==> config.mk <==
export PLATFORM = sky130hd
export DESIGN_NAME = desc_fetch_top
export DESIGN_NICKNAME = d
export VERILOG_FILES = /design/src/common/axi_ar_pkg.sv /design/src/common/desc_pkg.sv /design/src/rtl/fall_through_fifo.sv /design/src/desc_prefetch/desc_ar_gen_prefetch.sv /design/src/desc_prefetch/desc_r_collector.sv /design/src/rtl/desc_fetch_top.sv
export VERILOG_INCLUDE_DIRS = /design/src /design/src/common
export SDC_FILE = /design/constraint.sdc
export NUM_CORES = 2
export LEC_CHECK = 0
export ABC_CLOCK_PERIOD_IN_PS = 43300
export BUFFER_PORTS_ARGS = -buffer_cell sky130_fd_sc_hd__buf_2
export CAP_MARGIN = 20
export CORE_UTILIZATION = 61
export DETAILED_ROUTE_END_ITERATION = 8
export PLACE_DENSITY = 0.8
export SLEW_MARGIN = 20
export SYNTH_ARGS = -nofsm -noshare
export SYNTH_HDL_FRONTEND = slang
export SYNTH_HIERARCHICAL = 1
export SYNTH_SLANG_ARGS = --single-unit
export TNS_END_PERCENT = 50
==> constraint.sdc <==
create_clock -name clk_i -period 43.3 [get_ports clk_i]
set_input_delay 12.99 -clock clk_i [delete_from_list [all_inputs] [get_ports clk_i]]
set_output_delay 12.99 -clock clk_i [all_outputs]
set_load 0.005 [all_outputs]
==> src/common/desc_fetch_config.svh <==
// **************************************************
// Descriptor fetch configuration
// Bus widths, speculation depth and request FIFO depth
// **************************************************

`ifndef DESC_FETCH_CONFIG_SVH
`define DESC_FETCH_CONFIG_SVH

// AXI read channel widths
`define DF_DATA_WIDTH 64
`define DF_ADDR_WIDTH 64
`define DF_ID_WIDTH 4

// Descriptors in flight and request FIFO slots
`define DF_N_SPECULATION 4
`define DF_REQ_FIFO_DEPTH 4

`endif

==> src/common/axi_ar_pkg.sv <==
// **************************************************
// AXI read channels
// AR and R payload structs and burst encodings
// **************************************************

`default_nettype none

`include "desc_fetch_config.svh"

package axi_ar_pkg;

    typedef logic [`DF_ID_WIDTH-1:0] axi_id_t;

    typedef struct packed {
        axi_id_t                   id;
        logic [`DF_ADDR_WIDTH-1:0] addr;
        logic [7:0]                len;
        logic [2:0]                size;
        logic [1:0]                burst;
    } axi_ar_chan_t;

    typedef struct packed {
        axi_id_t                   id;
        logic [`DF_DATA_WIDTH-1:0] data;
        logic                      last;
    } axi_r_chan_t;

    localparam logic [1:0] BURST_FIXED = 2'b00;
    localparam logic [1:0] BURST_INCR  = 2'b01;
    localparam logic [1:0] BURST_WRAP  = 2'b10;

endpackage

`default_nettype wire

==> src/common/desc_pkg.sv <==
// **************************************************
// Descriptor types
// Addresses, descriptor layout and request word
// **************************************************

`default_nettype none

`include "desc_fetch_config.svh"

package desc_pkg;

    typedef logic [`DF_ADDR_WIDTH-1:0] addr_t;

    // Memory layout in beats
    // beat 0 {flags, length}, beat 1 next, beat 2 src, beat 3 dst
    typedef struct packed {
        logic [31:0] flags;
        logic [31:0] length;
        addr_t       next;
        addr_t       src;
        addr_t       dst;
    } descriptor_t;

    // Descriptor tagged with the address it was read from
    typedef struct packed {
        addr_t       desc_addr;
        descriptor_t desc;
    } desc_req_t;

    typedef logic [$clog2(`DF_N_SPECULATION + 1)-1:0]  flush_cnt_t;
    typedef logic [$clog2(`DF_REQ_FIFO_DEPTH + 1)-1:0] usage_t;

    // Next pointer that terminates a chain
    localparam addr_t END_OF_CHAIN = '1;

endpackage

`default_nettype wire

==> src/rtl/fall_through_fifo.sv <==
// **************************************************
// Fall-through stream FIFO
// Circular buffer with flush, bypasses when empty
// **************************************************

`timescale 1ns/1ps
`default_nettype none

module fall_through_fifo #(
    parameter int unsigned DEPTH = 4,
    parameter type         T     = logic
) (
    input  logic                       clk_i,
    input  logic                       reset_i,
    input  logic                       flush_i,
    output logic [$clog2(DEPTH+1)-1:0] usage_o,
    input  T                           data_i,
    input  logic                       valid_i,
    output logic                       ready_o,
    output T                           data_o,
    output logic                       valid_o,
    input  logic                       ready_i
);

    localparam int unsigned PTR_W = (DEPTH > 1) ? $clog2(DEPTH) : 1;
    localparam int unsigned CNT_W = $clog2(DEPTH + 1);

    T                 mem_q [DEPTH];
    logic [PTR_W-1:0] rd_ptr_q;
    logic [PTR_W-1:0] wr_ptr_q;
    logic [CNT_W-1:0] count_q;
    logic             empty;
    logic             push;
    logic             pop;

    function automatic logic [PTR_W-1:0] ptr_inc(input logic [PTR_W-1:0] ptr);
        if (ptr == PTR_W'(DEPTH - 1)) begin
            return '0;
        end
        return ptr + 1'b1;
    endfunction

    assign empty   = (count_q == '0);
    assign ready_o = (count_q < DEPTH);
    assign valid_o = !empty || valid_i;
    assign data_o  = empty ? data_i : mem_q[rd_ptr_q];
    assign usage_o = count_q;

    // Word is only stored when it cannot pass straight through
    assign push = valid_i && ready_o && !(empty && ready_i);
    assign pop  = !empty && ready_i;

    always_ff @(posedge clk_i) begin
        if (reset_i || flush_i) begin
            rd_ptr_q <= '0;
            wr_ptr_q <= '0;
            count_q  <= '0;
        end else begin
            if (push) begin
                wr_ptr_q <= ptr_inc(wr_ptr_q);
            end
            if (pop) begin
                rd_ptr_q <= ptr_inc(rd_ptr_q);
            end
            if (push && !pop) begin
                count_q <= count_q + 1'b1;
            end else if (pop && !push) begin
                count_q <= count_q - 1'b1;
            end
        end
    end

    always_ff @(posedge clk_i) begin
        if (push) begin
            mem_q[wr_ptr_q] <= data_i;
        end
    end

endmodule

`default_nettype wire

==> src/desc_prefetch/desc_ar_gen_prefetch.sv <==
// **************************************************
// Descriptor AR generator
// Prefetches descriptors at consecutive addresses
// and flushes when a next pointer breaks the guess
// **************************************************

`timescale 1ns/1ps
`default_nettype none

`include "desc_fetch_config.svh"

module desc_ar_gen_prefetch (
    input  logic                     clk_i,
    input  logic                     reset_i,
    output axi_ar_pkg::axi_ar_chan_t ar_o,
    output logic                     ar_valid_o,
    input  logic                     ar_ready_i,
    input  axi_ar_pkg::axi_id_t      ar_id_i,
    input  desc_pkg::addr_t          queued_addr_i,
    input  logic                     queued_addr_valid_i,
    output logic                     queued_addr_ready_o,
    input  desc_pkg::addr_t          next_addr_i,
    input  logic                     next_addr_valid_i,
    input  desc_pkg::usage_t         req_free_slots_i,
    output desc_pkg::flush_cnt_t     n_flush_o,
    output logic                     n_flush_valid_o,
    output desc_pkg::addr_t          feedback_addr_o,
    output logic                     feedback_addr_valid_o,
    output logic                     busy_o
);

    import axi_ar_pkg::*;
    import desc_pkg::*;

    localparam int unsigned DESC_BYTES = $bits(descriptor_t) / 8;
    localparam int unsigned BEAT_BYTES = `DF_DATA_WIDTH / 8;
    localparam logic [7:0]  AR_LEN     = 8'(DESC_BYTES / BEAT_BYTES - 1);
    localparam logic [2:0]  AR_SIZE    = 3'($clog2(BEAT_BYTES));

    typedef struct packed {
        logic  speculative;
        addr_t addr;
    } pending_ar_t;

    addr_t       base_addr_q;
    logic        base_valid_q;
    flush_cnt_t  inflight_q;
    logic        next_valid_q;
    logic        next_strobe;
    logic        end_of_chain;
    logic        take_queued;
    pending_ar_t next_ar;
    logic        next_ar_valid;
    logic        next_ar_ready;
    pending_ar_t staging;
    logic        pend_valid;
    logic        pend_ready;
    logic        leg_valid;
    logic        leg_ready;
    logic        spec_push;
    logic        spec_ready;
    logic        spec_valid;
    addr_t       spec_addr;
    flush_cnt_t  spec_usage;
    addr_t       ar_addr;
    logic        spec_hit;
    logic        commit;
    logic        flush;
    logic        fb_direct;

    assign end_of_chain = (next_addr_i == END_OF_CHAIN);
    assign next_strobe  = next_addr_valid_i && !next_valid_q;

    // Limited by speculation depth and by free request FIFO slots
    assign next_ar_valid = base_valid_q && (inflight_q < `DF_N_SPECULATION) &&
                           (req_free_slots_i > inflight_q);
    assign next_ar.speculative = (inflight_q != '0);
    assign next_ar.addr        = base_addr_q + (addr_t'(inflight_q) << $clog2(DESC_BYTES));

    // Speculative addresses leave only when they can be recorded as well
    assign leg_valid  = pend_valid && (spec_ready || !staging.speculative) && !flush;
    assign pend_ready = leg_ready && (spec_ready || !staging.speculative) && !flush;
    assign spec_push  = pend_valid && leg_ready && staging.speculative;

    // Guess must match the next pointer, or the queued start at chain end
    assign spec_hit = spec_valid &&
        (end_of_chain ? (queued_addr_valid_i && spec_addr == queued_addr_i)
                      : (spec_addr == next_addr_i));
    assign commit = next_strobe && spec_hit;
    assign flush  = next_strobe && !spec_hit;

    // Start address taken when idle or when the current chain just ended
    assign queued_addr_ready_o = !base_valid_q || (next_strobe && end_of_chain);
    assign take_queued         = queued_addr_valid_i && queued_addr_ready_o;

    always_ff @(posedge clk_i) begin
        if (reset_i) begin
            base_valid_q <= 1'b0;
            inflight_q   <= '0;
            next_valid_q <= 1'b0;
        end else begin
            next_valid_q <= next_addr_valid_i;
            if (flush) begin
                inflight_q <= '0;
            end else begin
                inflight_q <= inflight_q + flush_cnt_t'(next_ar_valid && next_ar_ready)
                              - flush_cnt_t'(commit);
            end
            if (take_queued) begin
                base_valid_q <= 1'b1;
            end else if (next_strobe && end_of_chain) begin
                base_valid_q <= 1'b0;
            end
        end
    end

    // Rebase on every returned pointer, the queued start at chain end
    always_ff @(posedge clk_i) begin
        if (next_strobe && !end_of_chain) begin
            base_addr_q <= next_addr_i;
        end else if (take_queued) begin
            base_addr_q <= queued_addr_i;
        end
    end

    // First address after a rebase is certain and skips the speculation queue
    assign fb_direct             = leg_valid && leg_ready && !staging.speculative;
    assign feedback_addr_o       = fb_direct ? staging.addr : spec_addr;
    assign feedback_addr_valid_o = fb_direct || commit;

    fall_through_fifo #(
        .DEPTH(`DF_N_SPECULATION),
        .T    (pending_ar_t)
    ) i_pending_fifo (
        .clk_i  (clk_i),
        .reset_i(reset_i),
        .flush_i(flush),
        .usage_o(),
        .data_i (next_ar),
        .valid_i(next_ar_valid),
        .ready_o(next_ar_ready),
        .data_o (staging),
        .valid_o(pend_valid),
        .ready_i(pend_ready)
    );

    // Addresses issued on a guess, oldest first
    fall_through_fifo #(
        .DEPTH(`DF_N_SPECULATION),
        .T    (addr_t)
    ) i_speculation_fifo (
        .clk_i  (clk_i),
        .reset_i(reset_i),
        .flush_i(flush),
        .usage_o(spec_usage),
        .data_i (staging.addr),
        .valid_i(spec_push),
        .ready_o(spec_ready),
        .data_o (spec_addr),
        .valid_o(spec_valid),
        .ready_i(commit)
    );

    // Holds AR stable until accepted, never flushed
    fall_through_fifo #(
        .DEPTH(1),
        .T    (addr_t)
    ) i_legalization_fifo (
        .clk_i  (clk_i),
        .reset_i(reset_i),
        .flush_i(1'b0),
        .usage_o(),
        .data_i (staging.addr),
        .valid_i(leg_valid),
        .ready_o(leg_ready),
        .data_o (ar_addr),
        .valid_o(ar_valid_o),
        .ready_i(ar_ready_i)
    );

    assign n_flush_o       = spec_usage;
    assign n_flush_valid_o = flush;
    assign busy_o          = base_valid_q || (inflight_q != '0);

    assign ar_o = '{
        id:    ar_id_i,
        addr:  ar_addr,
        len:   AR_LEN,
        size:  AR_SIZE,
        burst: BURST_INCR
    };

endmodule

`default_nettype wire

==> src/desc_prefetch/desc_r_collector.sv <==
// **************************************************
// Descriptor R collector
// Builds descriptors from R beats, drops flushed ones
// and tags kept ones with their fetch address
// **************************************************

`timescale 1ns/1ps
`default_nettype none

module desc_r_collector (
    input  logic                    clk_i,
    input  logic                    reset_i,
    input  axi_ar_pkg::axi_r_chan_t r_i,
    input  logic                    r_valid_i,
    output logic                    r_ready_o,
    input  desc_pkg::flush_cnt_t    n_flush_i,
    input  logic                    n_flush_valid_i,
    input  desc_pkg::addr_t         feedback_addr_i,
    input  logic                    feedback_addr_valid_i,
    output desc_pkg::addr_t         next_addr_o,
    output logic                    next_addr_valid_o,
    output desc_pkg::desc_req_t     req_o,
    output logic                    req_valid_o
);

    import desc_pkg::*;

    logic        r_ready_q;
    logic [1:0]  beat_q;
    descriptor_t desc_q;
    flush_cnt_t  discard_q;
    addr_t       fb_q [2];
    logic [1:0]  fb_cnt_q;
    desc_req_t   req_q;
    logic        req_valid_q;
    logic        beat_fire;
    logic        last_fire;
    logic        keep_last;

    assign r_ready_o = r_ready_q;
    assign beat_fire = r_valid_i && r_ready_q;
    assign last_fire = beat_fire && r_i.last;
    assign keep_last = last_fire && (discard_q == '0);

    // Pointer of a kept descriptor goes back to the generator at its last beat
    assign next_addr_o       = desc_q.next;
    assign next_addr_valid_o = keep_last;

    assign req_o       = req_q;
    assign req_valid_o = req_valid_q;

    always_ff @(posedge clk_i) begin
        if (reset_i) begin
            r_ready_q   <= 1'b0;
            beat_q      <= '0;
            discard_q   <= '0;
            fb_cnt_q    <= '0;
            req_valid_q <= 1'b0;
        end else begin
            r_ready_q   <= 1'b1;
            req_valid_q <= keep_last;
            if (beat_fire) begin
                beat_q <= r_i.last ? 2'd0 : beat_q + 2'd1;
            end
            // A flush lands only on a kept descriptor, so the count is idle then
            if (n_flush_valid_i) begin
                discard_q <= n_flush_i;
            end else if (last_fire && discard_q != '0) begin
                discard_q <= discard_q - 1'b1;
            end
            case ({feedback_addr_valid_i, keep_last})
                2'b10:   fb_cnt_q <= fb_cnt_q + 2'd1;
                2'b01:   fb_cnt_q <= fb_cnt_q - 2'd1;
                default: fb_cnt_q <= fb_cnt_q;
            endcase
        end
    end

    // Beat order follows the descriptor layout
    always_ff @(posedge clk_i) begin
        if (beat_fire) begin
            case (beat_q)
                2'd0:    {desc_q.flags, desc_q.length} <= r_i.data;
                2'd1:    desc_q.next <= r_i.data;
                2'd2:    desc_q.src <= r_i.data;
                default: desc_q.dst <= r_i.data;
            endcase
        end
    end

    // Feedback address queue, oldest in slot 0
    always_ff @(posedge clk_i) begin
        if (feedback_addr_valid_i && keep_last) begin
            if (fb_cnt_q == 2'd1) begin
                fb_q[0] <= feedback_addr_i;
            end else begin
                fb_q[0] <= fb_q[1];
                fb_q[1] <= feedback_addr_i;
            end
        end else if (feedback_addr_valid_i) begin
            fb_q[fb_cnt_q[0]] <= feedback_addr_i;
        end else if (keep_last) begin
            fb_q[0] <= fb_q[1];
        end
    end

    always_ff @(posedge clk_i) begin
        if (keep_last) begin
            req_q.desc_addr <= fb_q[0];
            req_q.desc      <= desc_q;
            req_q.desc.dst  <= r_i.data;
        end
    end

endmodule

`default_nettype wire

==> src/rtl/desc_fetch_top.sv <==
// **************************************************
// Descriptor fetch frontend
// AR generator, R collector and request FIFO
// **************************************************

`timescale 1ns/1ps
`default_nettype none

`include "desc_fetch_config.svh"

module desc_fetch_top (
    input  logic                     clk_i,
    input  logic                     reset_i,
    input  axi_ar_pkg::axi_id_t      ar_id_i,
    input  desc_pkg::addr_t          queued_addr_i,
    input  logic                     queued_addr_valid_i,
    output logic                     queued_addr_ready_o,
    output axi_ar_pkg::axi_ar_chan_t ar_o,
    output logic                     ar_valid_o,
    input  logic                     ar_ready_i,
    input  axi_ar_pkg::axi_r_chan_t  r_i,
    input  logic                     r_valid_i,
    output logic                     r_ready_o,
    output desc_pkg::desc_req_t      req_o,
    output logic                     req_valid_o,
    input  logic                     req_ready_i,
    output logic                     busy_o
);

    import desc_pkg::*;

    addr_t      next_addr;
    logic       next_addr_valid;
    addr_t      feedback_addr;
    logic       feedback_addr_valid;
    flush_cnt_t n_flush;
    logic       n_flush_valid;
    logic       gen_busy;
    desc_req_t  coll_req;
    logic       coll_req_valid;
    usage_t     req_usage;
    usage_t     req_free;

    // A descriptor in the collector output register already owns a slot
    assign req_free = usage_t'(`DF_REQ_FIFO_DEPTH) - req_usage - usage_t'(coll_req_valid);

    assign busy_o = gen_busy || req_valid_o;

    desc_ar_gen_prefetch i_ar_gen (
        .clk_i                (clk_i),
        .reset_i              (reset_i),
        .ar_o                 (ar_o),
        .ar_valid_o           (ar_valid_o),
        .ar_ready_i           (ar_ready_i),
        .ar_id_i              (ar_id_i),
        .queued_addr_i        (queued_addr_i),
        .queued_addr_valid_i  (queued_addr_valid_i),
        .queued_addr_ready_o  (queued_addr_ready_o),
        .next_addr_i          (next_addr),
        .next_addr_valid_i    (next_addr_valid),
        .req_free_slots_i     (req_free),
        .n_flush_o            (n_flush),
        .n_flush_valid_o      (n_flush_valid),
        .feedback_addr_o      (feedback_addr),
        .feedback_addr_valid_o(feedback_addr_valid),
        .busy_o               (gen_busy)
    );

    desc_r_collector i_r_collector (
        .clk_i                (clk_i),
        .reset_i              (reset_i),
        .r_i                  (r_i),
        .r_valid_i            (r_valid_i),
        .r_ready_o            (r_ready_o),
        .n_flush_i            (n_flush),
        .n_flush_valid_i      (n_flush_valid),
        .feedback_addr_i      (feedback_addr),
        .feedback_addr_valid_i(feedback_addr_valid),
        .next_addr_o          (next_addr),
        .next_addr_valid_o    (next_addr_valid),
        .req_o                (coll_req),
        .req_valid_o          (coll_req_valid)
    );

    // Never full when written, the generator reserves a slot per fetch
    fall_through_fifo #(
        .DEPTH(`DF_REQ_FIFO_DEPTH),
        .T    (desc_req_t)
    ) i_req_fifo (
        .clk_i  (clk_i),
        .reset_i(reset_i),
        .flush_i(1'b0),
        .usage_o(req_usage),
        .data_i (coll_req),
        .valid_i(coll_req_valid),
        .ready_o(),
        .data_o (req_o),
        .valid_o(req_valid_o),
        .ready_i(req_ready_i)
    );

endmodule

`default_nettype wire

### After elaboration in Yosys (flattened, before gate mapping)

Memory sizes are Yosys's and may differ from the RTL's. A register that Yosys moved wholly into a read port is not among the register bits.
Cells that the tools add are included.

* add/sub/neg operators: 23
* order comparisons: 6
* eq/ne operators: 14
* mux-type cells: 85
* bitwise operators: 3
* reduce and logical (&&, ||, !) cells: 97

Operators by type and width (count)
* 64-bit two-way mux: 8
* 320-bit two-way mux: 1
* 64-bit equality test: 2
* 65-bit two-way mux: 1
* 64-bit by 8-bit adder with 64-bit output: 1
* 64-bit equality test, second input constant: 1
* 64-bit OR reduction: 1
* 1-bit two-way mux: 47
* 1-bit logical AND: 46
* 2-bit two-way mux: 19
* 3-bit two-way mux: 8
* 1-bit logical NOT: 21
* 2-bit by 1-bit adder with 2-bit output, second input constant: 8
* 2-bit equality test, second input constant: 8
* 2-bit nonzero test: 8
* 3-bit logical NOT: 4
* 3-bit < comparator, second input constant: 4
* 3-bit by 1-bit subtractor with 3-bit output, second input constant: 4
* 1-bit logical OR: 10
* 3-bit by 1-bit adder with 3-bit output, second input constant: 3
* 2-bit by 1-bit equality test with 1-bit output, second input constant: 3
* 2-bit AND reduction: 3
* 3-bit nonzero test: 2
* 3-bit by 1-bit subtractor with 3-bit output: 2
* other kinds (12): 13

* flip-flop bits (word level): 547
* bits in writable memories: 1988
* bits of input ports: 143
* output and inout bits: 406
* memories kept: 5

Memory list
* i_req_fifo.mem_q: words 4, width 320, read ports 1, clocked after memory_dff 1, write ports 1, line fall_through_fifo.sv:28 `T mem_q [DEPTH];`
* i_ar_gen.i_pending_fifo.mem_q: words 4, width 65, read ports 1, clocked after memory_dff 1, write ports 1, line fall_through_fifo.sv:28
* i_ar_gen.i_speculation_fifo.mem_q: words 4, width 64, read ports 1, clocked after memory_dff 1, write ports 1, line fall_through_fifo.sv:28
* i_r_collector.fb_q: words 2, width 64, read ports 2, clocked after memory_dff 1, write ports 2, line desc_r_collector.sv:32 `addr_t fb_q [2];`
* i_ar_gen.i_legalization_fifo.mem_q: words 1, width 64, read ports 1, clocked after memory_dff 0, write ports 1, line fall_through_fifo.sv:28

### Logic depth before layout (Yosys ltp)

* depth after elaboration: 22
* gate-level depth with buffers: 27
* mapped depth without buffers: 27

### Hierarchy

Netlist, hierarchy kept.

By module, submodules not included
* fall_through_fifo at i_req_fifo: times used 1, cells each 2078, area each 50450.9 um^2
* desc_r_collector: times used 1, cells each 905, area each 21393.0 um^2
* fall_through_fifo at i_ar_gen.i_pending_fifo: times used 1, cells each 462, area each 10625.2 um^2
* fall_through_fifo at i_ar_gen.i_speculation_fifo: times used 1, cells each 456, area each 10493.8 um^2
* desc_ar_gen_prefetch: times used 1, cells each 660, area each 6727.7 um^2
* fall_through_fifo at i_ar_gen.i_legalization_fifo: times used 1, cells each 144, area each 2792.7 um^2
* desc_fetch_top: times used 1, cells each 8, area each 55.1 um^2

### Worst setup path after synthesis

No wires, ideal clock.

* kind: input-to-output
* from: input port r_valid_i
* to: output port queued_addr_ready_o
* arrival time: 28521 ps
* data required time: 30310 ps
* path slack: 1789 ps
* stages: 4
* path buffers: 0
* cells stage by stage: nand3_1 -> nor2_1 -> nand2b_1 -> o21ai_0

* longest elaborated chain between the ends: 6

RTL lines
* start, declared: line desc_fetch_top.sv:22 `input logic r_valid_i,`
* 1-bit logical AND: line desc_r_collector.sv:41 `assign beat_fire = r_valid_i && r_ready_q;`
* 1-bit logical AND: line desc_r_collector.sv:42 `assign last_fire = beat_fire && r_i.last;`
* 1-bit logical AND: line desc_r_collector.sv:43 `assign keep_last = last_fire && (discard_q == '0);`
* via next_addr_valid: line desc_fetch_top.sv:33 `logic next_addr_valid;`
* 1-bit logical AND: line desc_ar_gen_prefetch.sv:72 `assign next_strobe = next_addr_valid_i && !next_valid_q;`
* 1-bit logical AND: line desc_ar_gen_prefetch.sv:93 `assign queued_addr_ready_o = !base_valid_q || (next_strobe && end_of_chain);`
* 1-bit logical OR: line desc_ar_gen_prefetch.sv:93
* end, declared: line desc_fetch_top.sv:17 `output logic queued_addr_ready_o,`

The timed path passes the listed nets, and every way through them passes these cells.

### Worst setup path after layout

* from: input port queued_addr_i[38]
* to: output port ar_valid_o

* longest elaborated chain between the ends: 9

RTL lines
* start, declared: line desc_fetch_top.sv:15 `input desc_pkg::addr_t queued_addr_i,`
* 64-bit equality test: line desc_ar_gen_prefetch.sv:87 `(end_of_chain ? (queued_addr_valid_i && spec_addr == queued_addr_i)`
* 1-bit logical AND: line desc_ar_gen_prefetch.sv:87
* 1-bit two-way mux: line desc_ar_gen_prefetch.sv:87
* 1-bit logical AND: line desc_ar_gen_prefetch.sv:86 `assign spec_hit = spec_valid &&`
* 1-bit logical NOT: line desc_ar_gen_prefetch.sv:90 `assign flush = next_strobe && !spec_hit;`
* 1-bit logical AND: line desc_ar_gen_prefetch.sv:90
* 1-bit logical NOT: line desc_ar_gen_prefetch.sv:81 `assign leg_valid = pend_valid && (spec_ready || !staging.speculative) && !flush;`
* 1-bit logical AND: line desc_ar_gen_prefetch.sv:81
* via i_ar_gen.leg_valid: line desc_ar_gen_prefetch.sv:58 `logic leg_valid;`
* 1-bit logical OR: line fall_through_fifo.sv:45 `assign valid_o = !empty || valid_i;`
* end, declared: line desc_fetch_top.sv:19 `output logic ar_valid_o,`

The timed path passes the listed nets, and every way through them passes these cells.

==> results.sh <==
export IMPL_grt_pass1_wl_um=349000
export IMPL_die_w_um=412
export IMPL_p_clk_frac=0.318
export IMPL_finalPower_uw=6590
export IMPL_final_max_slew_viol_count=0
export IMPL_start_util=0.614
export IMPL_final_period_utilization=0.681
export IMPL_cts_resized=0
export IMPL_die_height_um=412
export IMPL_overflow=0
export IMPL_num_fill_cells=9928
export IMPL_fmax_ghz=0.0339
export IMPL_cts_path_max_buffers=3
export IMPL_final_setup_tns_ps=0
export IMPL_cap_violations=0
export IMPL_setup_ws_ps=13820
export IMPL_start_kind="input pin"
export IMPL_cts_root_buf="clkbuf_16"
export IMPL_ys_warn_count=6
export IMPL_rsz0062_at_grt="false"
export IMPL_setup_viol=0
export IMPL_power_frac_comb=0.204
export IMPL_relSlewSlack=0.245
export IMPL_postCtsSetupRepairBufs=0
export IMPL_leakage_uw=0.0370
export IMPL_clk_latency_ps=890
export IMPL_wl_per_cell_um=32.2
export IMPL_ant_nets=0
export IMPL_hp_class="register to register"
export IMPL_path_max_fanout=8
export IMPL_min_from="i_r_collector/desc_q[96]"
export IMPL_route_detailed_drc=0
export IMPL_rows=150
export IMPL_gp_congestion=0.965
export IMPL_firstDrtPassIters=5
export IMPL_fin_nets=5424
export IMPL_power_switching_share=0.276
export IMPL_critPathLaunch="queued_addr_i[38]"
export IMPL_hold_viol_final=0
export IMPL_cts_inserted_buffers=239
export IMPL_multiInputGateArea_um2=22500
export IMPL_hold_buffers=0
export IMPL_crit_type="input pin to output port"
export IMPL_ff_latch_area_um2=77900
export IMPL_synth_cells=4712
export IMPL_clock_sinks=2606
export IMPL_grt_pass1_vias=49400
export IMPL_viasPerCell=6.46
export IMPL_r2r_cells=23
export IMPL_dieArea_um2=170000
export IMPL_post_place_ws_ps=14070
export IMPL_avgSynthCellArea_um2=21.8
export IMPL_syn_area_um2=103000
export IMPL_p_sw_uw=1820
export IMPL_p_int_uw=4770
export IMPL_whs_ps=404
export IMPL_port_buffers=523
export IMPL_grt_util_met2=0.447
export IMPL_drt_iter0_drc=5554
export IMPL_cts_tree="yes"
export IMPL_use_met1=0.403
export IMPL_worst_r2r_startpoint="i_ar_gen/inflight_q[0]"
export IMPL_globalRouteMet3Util=0.0632
export IMPL_layout_min_cycle_time_ps=29480
export IMPL_wirelength_um=246000
export IMPL_p_per_area_nw_per_um2=57.6
export IMPL_worstMarginPinSlew_ps=1130
export IMPL_coreArea_um2=167000
export IMPL_drive_gt1_frac=0.383
export IMPL_hpwl_um=151000
export IMPL_cts_clk_slew_worst_paths_ps=60
export IMPL_pwr_share_seq=0.479
export IMPL_r2r_end="i_r_collector/fb_q[0][39]"
export IMPL_r2r_slack_ps=33270
export IMPL_syn2layout_area_growth_pct=11.7
export IMPL_irDropWorstVdd_uv=53.2
export IMPL_worstPathRequired_ps=30310
export IMPL_gr_usage_all_layers=0.290
export IMPL_grt_antenna_before_repair=41
export IMPL_vias=49500
export IMPL_status="finished clean"
export IMPL_fin_skew_ps=44.6
export IMPL_arrival_ps=16490
export IMPL_cp_end_kind="output port"
export IMPL_h_tree_depth=4
export IMPL_crit_end="ar_valid_o"
export IMPL_io_pins=549
export IMPL_grt_max_degree=144
export IMPL_grt_busiest_layer="met2"
[registers in the layout, summed over array words and instances (netlist names), 3 cells and up, named ones only]
| name | flops |
|---|---|
| i_r_collector/req_o | 320 |
| i_ar_gen/i_speculation_fifo/mem_q | 256 |
| i_r_collector/next_addr_o | 64 |
| i_r_collector/discard_q | 3 |
| i_ar_gen/i_pending_fifo/usage_o | 3 |
| i_r_collector/desc_q | 128 |
| i_ar_gen/i_legalization_fifo/mem_q | 64 |
| i_ar_gen/base_addr_q | 64 |
| i_req_fifo/mem_q | 1280 |
| i_req_fifo/usage_o | 3 |
| i_ar_gen/inflight_q | 3 |
| i_ar_gen/i_speculation_fifo/usage_o | 3 |
| i_ar_gen/i_pending_fifo/mem_q | 260 |
| i_r_collector/fb_q | 128 |
[critical path, stage by stage]
cell and delay, ps:
buf_2 110, xor2_1 220, nor4_1 970, nand4_1 300
nor4_1 880, o21ai_1 390, a21oi_1 290, or2_1 200
buf_2 140
[worst min path at each step]
stage | depth (start not counted) | slack (ps) | end
2_1_floorplan | 0 | 400 | i_r_collector/req_o[100]
3_3_place_gp | 0 | 400 | i_r_collector/req_o[231]
3_5_place_dp | 0 | 400 | i_r_collector/req_o[110]
4_1_cts | 0 | 410 | i_r_collector/req_o[113]
5_1_grt | 0 | 420 | i_r_collector/req_o[113]
6_report | 0 | 400 | i_r_collector/req_o[96]
[power by group through the flow]
stage | registers, µW | logic, µW | clock network [µW]
global placement | 3190 | 1290 | 0
global route | 3170 | 1390 | 2210
detailed placement | 3210 | 1300 | 0
CTS | 3160 | 1320 | 2120
floorplan | 3190 | 885 | 0
finish | 3150 | 1340 | 2100
[final cells by class]
cell class	count	area share
diodes	20	0.000437
clock inverters	156	0.0140
flip-flops and latches	2606	0.680
multi-input cells	1741	0.197
clock buffers	284	0.0544
inverters	49	0.00161
repair buffers	601	0.0287
well taps	2204	0.0241
[cells in the final DEF (no fill, tap or decap), drive strengths merged, types with 4 or more instances in the layout]
| cell type | n |
|---|---|
| nor2b | 13 |
| clkbuf | 284 |
| dfxtp | 42 |
| a21o | 5 |
| nor4 | 31 |
| ha | 38 |
| and2 | 18 |
| bufinv | 22 |
| nor3 | 9 |
| a2111oi | 4 |
| xor2 | 107 |
| mux2 | 705 |
| clkinvlp | 6 |
| o22ai | 4 |
| clkinv | 118 |
| buf | 601 |
| nor2 | 34 |
| nand2 | 42 |
| edfxtp | 2564 |
| o21a | 4 |
| or3 | 10 |
| o21ai | 9 |
| fa | 5 |
| nor3b | 7 |
| diode | 20 |
| a21oi | 15 |
| nand3 | 19 |
| mux2i | 8 |
| and3 | 26 |
| xnor2 | 73 |
| mux4 | 449 |
| conb | 15 |
| nand2b | 20 |
| nand4 | 36 |
| or2 | 6 |
| inv | 59 |
[layer usage]
| layer | share of wire | routed length, µm | up-vias |
|---|---|---|---|
| li1 | - | - | 20200 |
| met1 | 0.38 | 92600 | 25900 |
| met2 | 0.47 | 117000 | 2855 |
| met3 | 0.10 | 25600 | 514 |
| met4 | 0.047 | 11600 | 10 |
| met5 | 0.00027 | 67 | - |
[through the flow]
stage | area (µm²) | std cells | utilization
after floorplan | 103000 | 4724 | -
after global placement | 107000 | 7201 | 0.638
after global routing | 114000 | 7649 | 0.685
final | 115000 | 7661 | 0.686
after CTS | 114000 | 7641 | 0.685
after detailed placement | 107000 | 7201 | 0.638
(Power assumes the default switching activity.)
